### src/rtl/cache_geom_pkg.sv
// Geometry defaults and derived widths of the L1 data cache and its write-back buffer
package cache_geom_pkg;

  // Set index width
  // 4 bits gives 16 direct-mapped sets
  localparam int unsigned IDX_LEN_DEF = 4;

  // Tag width kept next to each set
  localparam int unsigned TAG_LEN_DEF = 6;

  // One-word line
  localparam int unsigned DATA_W_DEF = 32;

  // Entries in the write-back buffer
  localparam int unsigned WBB_DEPTH_DEF = 4;

  // L2 line address is {tag, index}
  // Tag sits in the upper bits, set index in the lower bits
  localparam int unsigned ADDR_W_DEF = TAG_LEN_DEF + IDX_LEN_DEF;

  // Number of sets at the default index width
  localparam int unsigned NUM_SETS_DEF = 2 ** IDX_LEN_DEF;

endpackage

### src/rtl/cache_ctrl_pkg.sv
// Controller state and evict opcode enums for the L1-to-L2 synchronization path
package cache_ctrl_pkg;

  // Update controller states
  // Idle until a sync pulse, then walk the sets, then drain the buffer
  typedef enum logic [1:0] {
    upd_idle     = 2'b00,
    upd_updating = 2'b01,
    upd_wait_buf = 2'b10,
    upd_done     = 2'b11
  } upd_state_e;

  // Evict decision for the set being looked at
  // Push only for a line that is both valid and dirty
  typedef enum logic {
    evict_skip = 1'b0,
    evict_push = 1'b1
  } evict_op_e;

endpackage

### src/rtl/l2_update_ctrl.sv
// Set counter and FSM that sequence a full L1-to-L2 synchronization
`timescale 1ns/10ps

module l2_update_ctrl #(
  parameter int unsigned IDX_LEN = cache_geom_pkg::IDX_LEN_DEF
) (
  input  logic               clk_i,
  input  logic               rst_ni,
  // Sync request from the system
  input  logic               synch_i,
  // Set accepted by the evict stage
  input  logic               en_cnt_i,
  // Write-back buffer has drained
  input  logic               wbb_empty_i,
  // Read request to the lookup stage
  output logic               upd_valid_o,
  output logic [IDX_LEN-1:0] upd_idx_o,
  // One-cycle completion pulse
  output logic               done_o
);

  cache_ctrl_pkg::upd_state_e state_d, state_q;

  logic [IDX_LEN-1:0] cnt_q;
  // Terminal count, last set addressed
  logic               tc;

  // Set counter
  // Advances only on an accepted set while updating
  // Wraps to zero after the last set, ready for the next sync
  always_ff @(posedge clk_i or negedge rst_ni) begin
    if (!rst_ni) begin
      cnt_q <= '0;
    end else if (en_cnt_i && state_q == cache_ctrl_pkg::upd_updating) begin
      cnt_q <= cnt_q + 1'b1;
    end
  end

  assign tc        = &cnt_q;
  assign upd_idx_o = cnt_q;

  // Next state and Moore outputs
  always_comb begin
    state_d     = state_q;
    upd_valid_o = 1'b0;
    done_o      = 1'b0;
    case (state_q)
      cache_ctrl_pkg::upd_idle: begin
        // Sync only honoured here
        if (synch_i) begin
          state_d = cache_ctrl_pkg::upd_updating;
        end
      end
      cache_ctrl_pkg::upd_updating: begin
        upd_valid_o = 1'b1;
        // Last set accepted, wait for pushed lines to reach L2
        if (tc && en_cnt_i) begin
          state_d = cache_ctrl_pkg::upd_wait_buf;
        end
      end
      cache_ctrl_pkg::upd_wait_buf: begin
        if (wbb_empty_i) begin
          state_d = cache_ctrl_pkg::upd_done;
        end
      end
      cache_ctrl_pkg::upd_done: begin
        done_o  = 1'b1;
        state_d = cache_ctrl_pkg::upd_idle;
      end
      default: state_d = cache_ctrl_pkg::upd_idle;
    endcase
  end

  always_ff @(posedge clk_i or negedge rst_ni) begin
    if (!rst_ni) begin
      state_q <= cache_ctrl_pkg::upd_idle;
    end else begin
      state_q <= state_d;
    end
  end

  // Evict stage accepts sets only during the walk
  a_en_cnt_only_updating : assert property (
    @(posedge clk_i) disable iff (!rst_ni)
    en_cnt_i |-> state_q == cache_ctrl_pkg::upd_updating
  ) else $error("en_cnt_i high outside the updating state");

endmodule

### src/rtl/l1dc_lookup_stage.sv
// L1 tag, valid, dirty and data arrays with store port, index read and dirty clear
`timescale 1ns/10ps

module l1dc_lookup_stage #(
  parameter int unsigned IDX_LEN = cache_geom_pkg::IDX_LEN_DEF,
  parameter int unsigned TAG_LEN = cache_geom_pkg::TAG_LEN_DEF,
  parameter int unsigned DATA_W  = cache_geom_pkg::DATA_W_DEF
) (
  input  logic               clk_i,
  input  logic               rst_ni,
  // Store port, whole one-word line
  input  logic               st_en_i,
  input  logic [IDX_LEN-1:0] st_idx_i,
  input  logic [TAG_LEN-1:0] st_tag_i,
  input  logic [DATA_W-1:0]  st_data_i,
  // Set read from the update controller
  input  logic               rd_en_i,
  input  logic [IDX_LEN-1:0] rd_idx_i,
  // Dirty clear from the evict stage
  input  logic               clr_i,
  input  logic [IDX_LEN-1:0] clr_idx_i,
  // Addressed set to the evict stage
  output logic               rd_valid_o,
  output logic               line_valid_o,
  output logic               line_dirty_o,
  output logic [TAG_LEN-1:0] line_tag_o,
  output logic [DATA_W-1:0]  line_data_o
);

  localparam int unsigned NUM_SETS = 2 ** IDX_LEN;

  // Status bits per set
  logic [NUM_SETS-1:0] valid_q;
  logic [NUM_SETS-1:0] dirty_q;

  // Payload arrays
  logic [TAG_LEN-1:0]  tag_mem  [NUM_SETS];
  logic [DATA_W-1:0]   data_mem [NUM_SETS];

  // Valid and dirty
  // A store marks the line valid and dirty
  // A clear drops dirty only, the line stays valid
  always_ff @(posedge clk_i or negedge rst_ni) begin
    if (!rst_ni) begin
      valid_q <= '0;
      dirty_q <= '0;
    end else begin
      if (clr_i) begin
        dirty_q[clr_idx_i] <= 1'b0;
      end
      // Store last, so it wins on a shared index
      if (st_en_i) begin
        valid_q[st_idx_i] <= 1'b1;
        dirty_q[st_idx_i] <= 1'b1;
      end
    end
  end

  // Tag and data written together on a store
  always_ff @(posedge clk_i) begin
    if (st_en_i) begin
      tag_mem[st_idx_i]  <= st_tag_i;
      data_mem[st_idx_i] <= st_data_i;
    end
  end

  // Zero-latency read of the addressed set
  assign rd_valid_o   = rd_en_i;
  assign line_valid_o = valid_q[rd_idx_i];
  assign line_dirty_o = dirty_q[rd_idx_i];
  assign line_tag_o   = tag_mem[rd_idx_i];
  assign line_data_o  = data_mem[rd_idx_i];

  // No stores while a sync walks the sets
  a_no_store_during_read : assert property (
    @(posedge clk_i) disable iff (!rst_ni)
    !(st_en_i && rd_en_i)
  ) else $error("Store and sync read in the same cycle");

  // Evict stage only clears a line that is still dirty
  a_clr_dirty_line : assert property (
    @(posedge clk_i) disable iff (!rst_ni)
    clr_i |-> (valid_q[clr_idx_i] && dirty_q[clr_idx_i])
  ) else $error("Dirty clear on a clean or invalid set %0d", clr_idx_i);

endmodule

### src/rtl/l1dc_evict_stage.sv
// Per-set push decision, write-back buffer write and count-enable strobe
`timescale 1ns/10ps

module l1dc_evict_stage #(
  parameter int unsigned IDX_LEN = cache_geom_pkg::IDX_LEN_DEF,
  parameter int unsigned TAG_LEN = cache_geom_pkg::TAG_LEN_DEF,
  parameter int unsigned DATA_W  = cache_geom_pkg::DATA_W_DEF
) (
  // Addressed set from the lookup stage
  input  logic                       rd_valid_i,
  input  logic                       line_valid_i,
  input  logic                       line_dirty_i,
  input  logic [TAG_LEN-1:0]         line_tag_i,
  input  logic [DATA_W-1:0]          line_data_i,
  input  logic [IDX_LEN-1:0]         rd_idx_i,
  // Buffer back-pressure
  input  logic                       wbb_full_i,
  // Advance the set counter
  output logic                       en_cnt_o,
  // Dirty clear back to the lookup stage
  output logic                       clr_o,
  output logic [IDX_LEN-1:0]         clr_idx_o,
  // Line into the write-back buffer
  output logic                       push_o,
  output logic [TAG_LEN+IDX_LEN-1:0] push_addr_o,
  output logic [DATA_W-1:0]          push_data_o
);

  cache_ctrl_pkg::evict_op_e op;
  logic                      accept;

  always_comb begin
    // Opcode for the current set
    if (line_valid_i && line_dirty_i) begin
      op = cache_ctrl_pkg::evict_push;
    end else begin
      op = cache_ctrl_pkg::evict_skip;
    end

    // Skip goes through at once
    // Push waits for a free buffer slot, set is re-read meanwhile
    accept = rd_valid_i &&
             (op == cache_ctrl_pkg::evict_skip || !wbb_full_i);

    en_cnt_o = accept;
    push_o   = accept && (op == cache_ctrl_pkg::evict_push);

    // Pushed line is clean from the next cycle on
    clr_o     = push_o;
    clr_idx_o = rd_idx_i;

    // L2 address {tag, index}
    push_addr_o = {line_tag_i, rd_idx_i};
    push_data_o = line_data_i;
  end

endmodule

### src/rtl/wb_buffer.sv
// Circular write-back FIFO draining to the L2 write port under busy back-pressure
`timescale 1ns/10ps

module wb_buffer #(
  parameter int unsigned WBB_DEPTH = cache_geom_pkg::WBB_DEPTH_DEF,
  parameter int unsigned ADDR_W    = cache_geom_pkg::ADDR_W_DEF,
  parameter int unsigned DATA_W    = cache_geom_pkg::DATA_W_DEF
) (
  input  logic              clk_i,
  input  logic              rst_ni,
  // Line from the evict stage
  input  logic              push_i,
  input  logic [ADDR_W-1:0] push_addr_i,
  input  logic [DATA_W-1:0] push_data_i,
  // L2 cannot take a write
  input  logic              l2_busy_i,
  // Occupancy flags
  output logic              full_o,
  output logic              empty_o,
  // L2 write port
  output logic              l2_wr_o,
  output logic [ADDR_W-1:0] l2_addr_o,
  output logic [DATA_W-1:0] l2_data_o
);

  localparam int unsigned PTR_W = (WBB_DEPTH > 1) ? $clog2(WBB_DEPTH) : 1;
  localparam int unsigned CNT_W = $clog2(WBB_DEPTH + 1);

  logic [ADDR_W-1:0] addr_mem [WBB_DEPTH];
  logic [DATA_W-1:0] data_mem [WBB_DEPTH];

  logic [PTR_W-1:0]  wr_ptr_q;
  logic [PTR_W-1:0]  rd_ptr_q;
  logic [CNT_W-1:0]  count_q;
  logic              wr_en;
  logic              pop;

  // Pointer step with wrap at the last entry
  function automatic logic [PTR_W-1:0] ptr_next(input logic [PTR_W-1:0] ptr);
    logic [PTR_W-1:0] nxt;
    nxt = (ptr == PTR_W'(WBB_DEPTH - 1)) ? '0 : ptr + 1'b1;
    return nxt;
  endfunction

  assign full_o  = (count_q == CNT_W'(WBB_DEPTH));
  assign empty_o = (count_q == '0);

  assign wr_en = push_i && !full_o;
  // Head leaves whenever L2 is free
  assign pop   = !empty_o && !l2_busy_i;

  // Entry storage
  always_ff @(posedge clk_i) begin
    if (wr_en) begin
      addr_mem[wr_ptr_q] <= push_addr_i;
      data_mem[wr_ptr_q] <= push_data_i;
    end
  end

  // Pointers and occupancy
  always_ff @(posedge clk_i or negedge rst_ni) begin
    if (!rst_ni) begin
      wr_ptr_q <= '0;
      rd_ptr_q <= '0;
      count_q  <= '0;
    end else begin
      if (wr_en) begin
        wr_ptr_q <= ptr_next(wr_ptr_q);
      end
      if (pop) begin
        rd_ptr_q <= ptr_next(rd_ptr_q);
      end
      case ({wr_en, pop})
        2'b10:   count_q <= count_q + 1'b1;
        2'b01:   count_q <= count_q - 1'b1;
        default: count_q <= count_q;
      endcase
    end
  end

  // Head entry straight onto the L2 port
  assign l2_wr_o   = pop;
  assign l2_addr_o = addr_mem[rd_ptr_q];
  assign l2_data_o = data_mem[rd_ptr_q];

  // Evict stage holds off while full
  a_no_push_when_full : assert property (
    @(posedge clk_i) disable iff (!rst_ni)
    push_i |-> !full_o
  ) else $error("Push into a full write-back buffer");

endmodule

### src/rtl/l1dc_sync_top.sv
// Top level of the L1 clean-back path joining controller, lookup, evict and buffer
`timescale 1ns/10ps

module l1dc_sync_top #(
  parameter int unsigned IDX_LEN   = cache_geom_pkg::IDX_LEN_DEF,
  parameter int unsigned TAG_LEN   = cache_geom_pkg::TAG_LEN_DEF,
  parameter int unsigned DATA_W    = cache_geom_pkg::DATA_W_DEF,
  parameter int unsigned WBB_DEPTH = cache_geom_pkg::WBB_DEPTH_DEF
) (
  input  logic                       clk_i,
  input  logic                       rst_ni,
  // Sync request and completion
  input  logic                       synch_i,
  output logic                       l2c_update_done_o,
  // Store port
  input  logic                       st_en_i,
  input  logic [IDX_LEN-1:0]         st_idx_i,
  input  logic [TAG_LEN-1:0]         st_tag_i,
  input  logic [DATA_W-1:0]          st_data_i,
  // L2 write port
  output logic                       l2_wr_o,
  output logic [TAG_LEN+IDX_LEN-1:0] l2_addr_o,
  output logic [DATA_W-1:0]          l2_data_o,
  input  logic                       l2_busy_i
);

  localparam int unsigned ADDR_W = TAG_LEN + IDX_LEN;

  // Controller to lookup
  logic               upd_valid;
  logic [IDX_LEN-1:0] upd_idx;
  // Lookup to evict
  logic               rd_valid;
  logic               line_valid;
  logic               line_dirty;
  logic [TAG_LEN-1:0] line_tag;
  logic [DATA_W-1:0]  line_data;
  // Evict back to lookup and controller
  logic               en_cnt;
  logic               dirty_clr;
  logic [IDX_LEN-1:0] clr_idx;
  // Evict to buffer and back
  logic               wbb_push;
  logic [ADDR_W-1:0]  wbb_addr;
  logic [DATA_W-1:0]  wbb_data;
  logic               wbb_full;
  logic               wbb_empty;

  l2_update_ctrl #(.IDX_LEN(IDX_LEN)) l2_update_ctrl_i (
    .clk_i, .rst_ni, .synch_i, .en_cnt_i(en_cnt), .wbb_empty_i(wbb_empty),
    .upd_valid_o(upd_valid), .upd_idx_o(upd_idx), .done_o(l2c_update_done_o)
  );

  l1dc_lookup_stage #(.IDX_LEN(IDX_LEN), .TAG_LEN(TAG_LEN), .DATA_W(DATA_W))
  l1dc_lookup_stage_i (
    .clk_i, .rst_ni, .st_en_i, .st_idx_i, .st_tag_i, .st_data_i,
    .rd_en_i(upd_valid), .rd_idx_i(upd_idx), .clr_i(dirty_clr), .clr_idx_i(clr_idx),
    .rd_valid_o(rd_valid), .line_valid_o(line_valid), .line_dirty_o(line_dirty),
    .line_tag_o(line_tag), .line_data_o(line_data)
  );

  l1dc_evict_stage #(.IDX_LEN(IDX_LEN), .TAG_LEN(TAG_LEN), .DATA_W(DATA_W))
  l1dc_evict_stage_i (
    .rd_valid_i(rd_valid), .line_valid_i(line_valid), .line_dirty_i(line_dirty),
    .line_tag_i(line_tag), .line_data_i(line_data), .rd_idx_i(upd_idx),
    .wbb_full_i(wbb_full), .en_cnt_o(en_cnt), .clr_o(dirty_clr), .clr_idx_o(clr_idx),
    .push_o(wbb_push), .push_addr_o(wbb_addr), .push_data_o(wbb_data)
  );

  wb_buffer #(.WBB_DEPTH(WBB_DEPTH), .ADDR_W(ADDR_W), .DATA_W(DATA_W)) wb_buffer_i (
    .clk_i, .rst_ni, .push_i(wbb_push), .push_addr_i(wbb_addr), .push_data_i(wbb_data),
    .l2_busy_i, .full_o(wbb_full), .empty_o(wbb_empty),
    .l2_wr_o, .l2_addr_o, .l2_data_o
  );

endmodule

### config.mk
export PLATFORM = sky130hd
export DESIGN_NAME = l1dc_sync_top
export DESIGN_NICKNAME = d
export VERILOG_FILES = /design/src/rtl/cache_geom_pkg.sv /design/src/rtl/cache_ctrl_pkg.sv /design/src/rtl/l2_update_ctrl.sv /design/src/rtl/l1dc_lookup_stage.sv /design/src/rtl/l1dc_evict_stage.sv /design/src/rtl/wb_buffer.sv /design/src/rtl/l1dc_sync_top.sv
export SDC_FILE = /design/constraint.sdc
export NUM_CORES = 1
export LEC_CHECK = 0
export BUFFER_PORTS_ARGS = -buffer_cell sky130_fd_sc_hd__clkbuf_2
export CAP_MARGIN = 10
export CORE_UTILIZATION = 25
export CTS_CLUSTER_DIAMETER = 40
export DETAILED_ROUTE_END_ITERATION = 10
export GPL_ROUTABILITY_DRIVEN = 0
export HOLD_SLACK_MARGIN = 0.03
export PLACE_DENSITY = 0.37
export SLEW_MARGIN = 20
export SYNTH_ARGS = -nofsm -noshare
export SYNTH_HDL_FRONTEND = slang
export SYNTH_HIERARCHICAL = 1
export SYNTH_SLANG_ARGS = --single-unit
### constraint.sdc
create_clock -name clk_i -period 4.9 [get_ports clk_i]
set_clock_uncertainty 0.15 [all_clocks]
set_input_delay 0 -clock clk_i [delete_from_list [all_inputs] [get_ports clk_i]]
set_output_delay 0 -clock clk_i [all_outputs]
set_load 0.05 [all_outputs]
==> impl_summary.md <==
Run status
The run finished with clean final reports.

Critical path
The cell family with the largest share of critical-path delay is simple AND/OR/NAND/NOR gates. The signal on the critical path passes through nor2b_4 -> a22oi_1 -> nand2_1 -> nand2_1 -> nor3_2 -> nor2b_2 -> and2_2 -> buf_12. STA classifies the critical path startpoint as a flop. In this run the worst setup path begins at l2_update_ctrl_i/upd_idx_o[3]. The number of buffers and inverters on the critical path is 1.

The highest-delay cell along the critical path is sky130_fd_sc_hd__dfrtp_1. The highest cell delay on the worst timing path is 700 ps. The cell that appears most often on the critical path is sky130_fd_sc_hd__nand2_1. In this run the critical register-to-register path is launched from l2_update_ctrl_i/upd_idx_o[3]. Along the worst path, the maximum fanout reaches 26. STA puts the critical path data arrival time at 3930 ps. The required time at the worst-slack endpoint is 5080 ps. The start-to-end type of the worst setup path is reg -> reg.

The sort of element at the end of the critical path is a flop.

Floorplan
The floorplan step set the die width to 357 um. The initial utilization of the core area, before any placement, comes to 25.3%. In this run the vertical extent of the chip is 357 um. 91 I/O pins were placed. The floorplan step defined a die boundary enclosing 127000 um^2. The core region is 124000 um^2. In this run the core area contains 129 standard-cell rows.

Routing
The pre-antenna-repair detailed-routing pass consisted of 5 iterations. The number of remaining DRC errors is 0. Once detail routing completed, the nets flagged for antenna violations numbered 0. Dividing the detail-routed wire length by the instance count gives 25.5 um. The detail-routed via count per cell is 4.41. The first routing iteration left 992 violations.

The overall via count from detail_route is 14726. The final wirelength is 85100 um.

Place
After legalization and detailed placement, the total HPWL measured 46200 um. The total cell area at the placement stage is 33700 um^2. In this run the tool buffered the top-level ports with 90 buffer cells. After detailed placement, the design holds a cell count of 3062.

Layout
The post-layout instance area is 38400 um^2. The final net count is 1657. Of the cells placed in the final design, the portion with a size suffix greater than 1 is 32.9%. Excluding fillers, the count of instances in the completed layout stands at 3337.

The area growth from synthesis to layout is 21.9%.

Synthesis
The gate count of the mapped netlist is 1404. The netlist area before placement is 31500 um^2. The count of different cell masters after synthesis is 38.

The number of warnings reported in the yosys synthesis log is 6. For this run, the register share of the synthesized area comes to 77.6%. The post-synth net total is 1464. Averaged over all synthesized cells, the footprint is 22.4 um^2. The synthesized design contains 821 register bits.

Global route
The first global-routing pass estimated 121000 um of wire. The initial antenna violation count is 13. The maximum number of pins on one net before global-route repair is 141. Summed over all layers, the global routing overflow is 0.

The via count of the first global-routing pass came to 15795. Global routing used 13.5% of the available tracks.

Clock tree
The clock transition at the register clock pins on the worst setup and hold paths after CTS is 60 ps. Buffers added to address setup during post-CTS repair amount to 0. The post-cts gate resize count is 0. The number of clock buffers added by TritonCTS is 117. The cell sitting at the root of the clock tree is a sky130_fd_sc_hd__clkbuf_16. The quantity of hold-fixing buffers added after cts is 53. The clock tree from TritonCTS is yes.

Clock tree synthesis found a total of 821 sinks. The clock reaches the later pin of the worst-skew pair after 690 ps. CTS built an H-tree with a depth of 3. The maximum clock path buffer count is 3.

Pwr
The static leakage is 0.0123 uW. IR analysis of the VDD net gives a maximum drop of 0.488 mV. The power per unit of standard cell area is 612 nW/um^2.

Hold path
The source of the worst hold timing path is st_tag_i[5]. The path category of the worst min-delay check is in -> reg.

Timing
The number of pins with negative max-slew slack in the final report came to 0. The shortest period the worst path allows is 3750 ps. The portion of the clock cycle consumed by the worst path in the final layout is 76.4%.

The slew at the pin with the worst max-slew slack is 1030 ps. The final number of setup-violating endpoints is 0. Setup repair after global routing left no endpoint under its margin. Summed over all failing endpoints, the final setup total negative slack is 0 ps. The final hold violation count is 0. The worst-case headroom to the max-slew limit is 31.6%. Static timing analysis puts the maximum clock frequency at 0.267 GHz. Across all hold checks on the routed design, the worst slack comes to 134 ps.

Run
The tool flagged a number of max-cap violations equal to 0.
## power by group
group	switching (uW)	total (uW)	internal [uW]
logic	3630	5850	2220
registers	437	8940	8510
clock network	3190	8710	5520
total	7250	23500	16300
## kinds of logic (layout without fill, tap and decap cells)
kind of cell	after synthesis	after routing	share of synthesized area, %
AOI/OAI and AO/OA	110	110	2.42
DFF	821	821	77.6
xor gates and xnor gates	6	6	0.167
muxes	210	210	14.8
other	0	3	0
and+or+nand+nor	116	116	1.84
adders and majority gates	13	13	0.540
buffers and inverters	128	421	2.68
## area by class of cell
| type | count | area, um^2 |
|---|---|---|
| Multi-Input combinational cell | 455 | 6330 |
| Antenna cell | 3 | 7.51 |
| Inverter | 16 | 60.1 |
| Fill cell | 11939 | 85900 |
| Timing Repair Buffer | 186 | 1380 |
| Tap cell | 1637 | 2050 |
| Sequential cell | 821 | 24400 |
| Clock inverter | 86 | 1140 |
| Clock buffer | 133 | 2990 |
## Yosys cell counts, drive strengths merged
cell type,n,share of area [%]
nor3b,1,0.040
a31oi,1,0.020
nand3b,4,0.095
or2,13,0.26
or3b,2,0.056
nand3,5,0.079
nand2,48,0.57
edfxtp,776,74
mux4,202,14
dfrtp,45,3.6
or3,4,0.079
clkbuf,23,0.27
fa,1,0.064
a22oi,80,1.9
and2,5,0.099
nor2b,3,0.068
ha,12,0.48
o31ai,2,0.048
o21ai,26,0.41
xnor2,3,0.083
nand2b,9,0.18
inv,16,0.19
buf,89,2.2
xor2,3,0.083
mux2i,2,0.064
nor3,2,0.064
nand4,1,0.020
nor2,19,0.23
mux2,6,0.21
a222oi,1,0.032
## path summary, 6_finish.rpt
| path | slack [ps] | depth (start not counted) | endpoint |
|---|---|---|---|
| worst max-delay path | 1150 | 8 | wb_buffer_i/data_mem[3][11] |
| worst min-delay path | 130 | 2 | l1dc_lookup_stage_i/tag_mem[2][5] |
| worst max register to register | 1150 | 8 | wb_buffer_i/data_mem[3][11] |
| worst min register to register | 310 | 1 | l1dc_lookup_stage_i/valid_q[2] |
| max in group asynchronous | 3770 | 4 | l2_update_ctrl_i/upd_idx_o[1] |
| min in group asynchronous | 330 | 4 | l1dc_lookup_stage_i/dirty_q[6] |
## registers in the layout, indices dropped and copies added, names as in the netlist
signal and flops:
l1dc_lookup_stage_i/data_mem 512, wb_buffer_i/data_mem 128, l1dc_lookup_stage_i/tag_mem 96, wb_buffer_i/addr_mem 40
l1dc_lookup_stage_i/dirty_q 16, l1dc_lookup_stage_i/valid_q 16, l2_update_ctrl_i/upd_idx_o 4, wb_buffer_i/count_q 3
l2_update_ctrl_i/state_q 2, wb_buffer_i/rd_ptr_q 2, wb_buffer_i/wr_ptr_q 2
## worst reg2reg max path, cell delays in order (launching register included)
cell                      delay (ps)
sky130_fd_sc_hd__dfrtp_1         700
sky130_fd_sc_hd__nor2b_4         640
sky130_fd_sc_hd__a22oi_1         180
sky130_fd_sc_hd__nand2_1         140
sky130_fd_sc_hd__nand2_1          80
sky130_fd_sc_hd__nor3_2          290
sky130_fd_sc_hd__nor2b_2         400
sky130_fd_sc_hd__and2_2          480
sky130_fd_sc_hd__buf_12          320
## placed cells by master (no fill, tap or decap), types with 13 or more instances in the layout
master                            n
sky130_fd_sc_hd__clkinv_4        13
sky130_fd_sc_hd__clkbuf_2        90
sky130_fd_sc_hd__bufinv_16       21
sky130_fd_sc_hd__clkinv_2        15
sky130_fd_sc_hd__or2_1           13
sky130_fd_sc_hd__a22oi_1         80
sky130_fd_sc_hd__dlygate4sd3_1   53
sky130_fd_sc_hd__mux4_2         198
sky130_fd_sc_hd__buf_4           37
sky130_fd_sc_hd__o21ai_0         22
sky130_fd_sc_hd__nor2_4          13
sky130_fd_sc_hd__edfxtp_1       776
sky130_fd_sc_hd__clkinv_1        13
sky130_fd_sc_hd__dfrtp_1         41
sky130_fd_sc_hd__nand2_1         48
sky130_fd_sc_hd__clkbuf_16      117
sky130_fd_sc_hd__clkbuf_1        16
## per-stage QoR
step                util (%)  power, uW  setup WS [ps]
finish                  30.9      23500           1150
CTS                     30.9      23900           1080
global placement        27.1      15000           1220
floorplan                  -      13700           1320
detailed placement      27.1      15100           1150
global route            30.9      24500            962
## metal layers
metal	vias up	global-route usage, %	part of all wire, %
met1	8021	17.7	44
met4	12	3.27	1.7
li1	6249	-	-
met2	319	23.0	50
met5	-	0	0.089
met3	125	2.49	4.2
(Power assumes the default switching activity.)
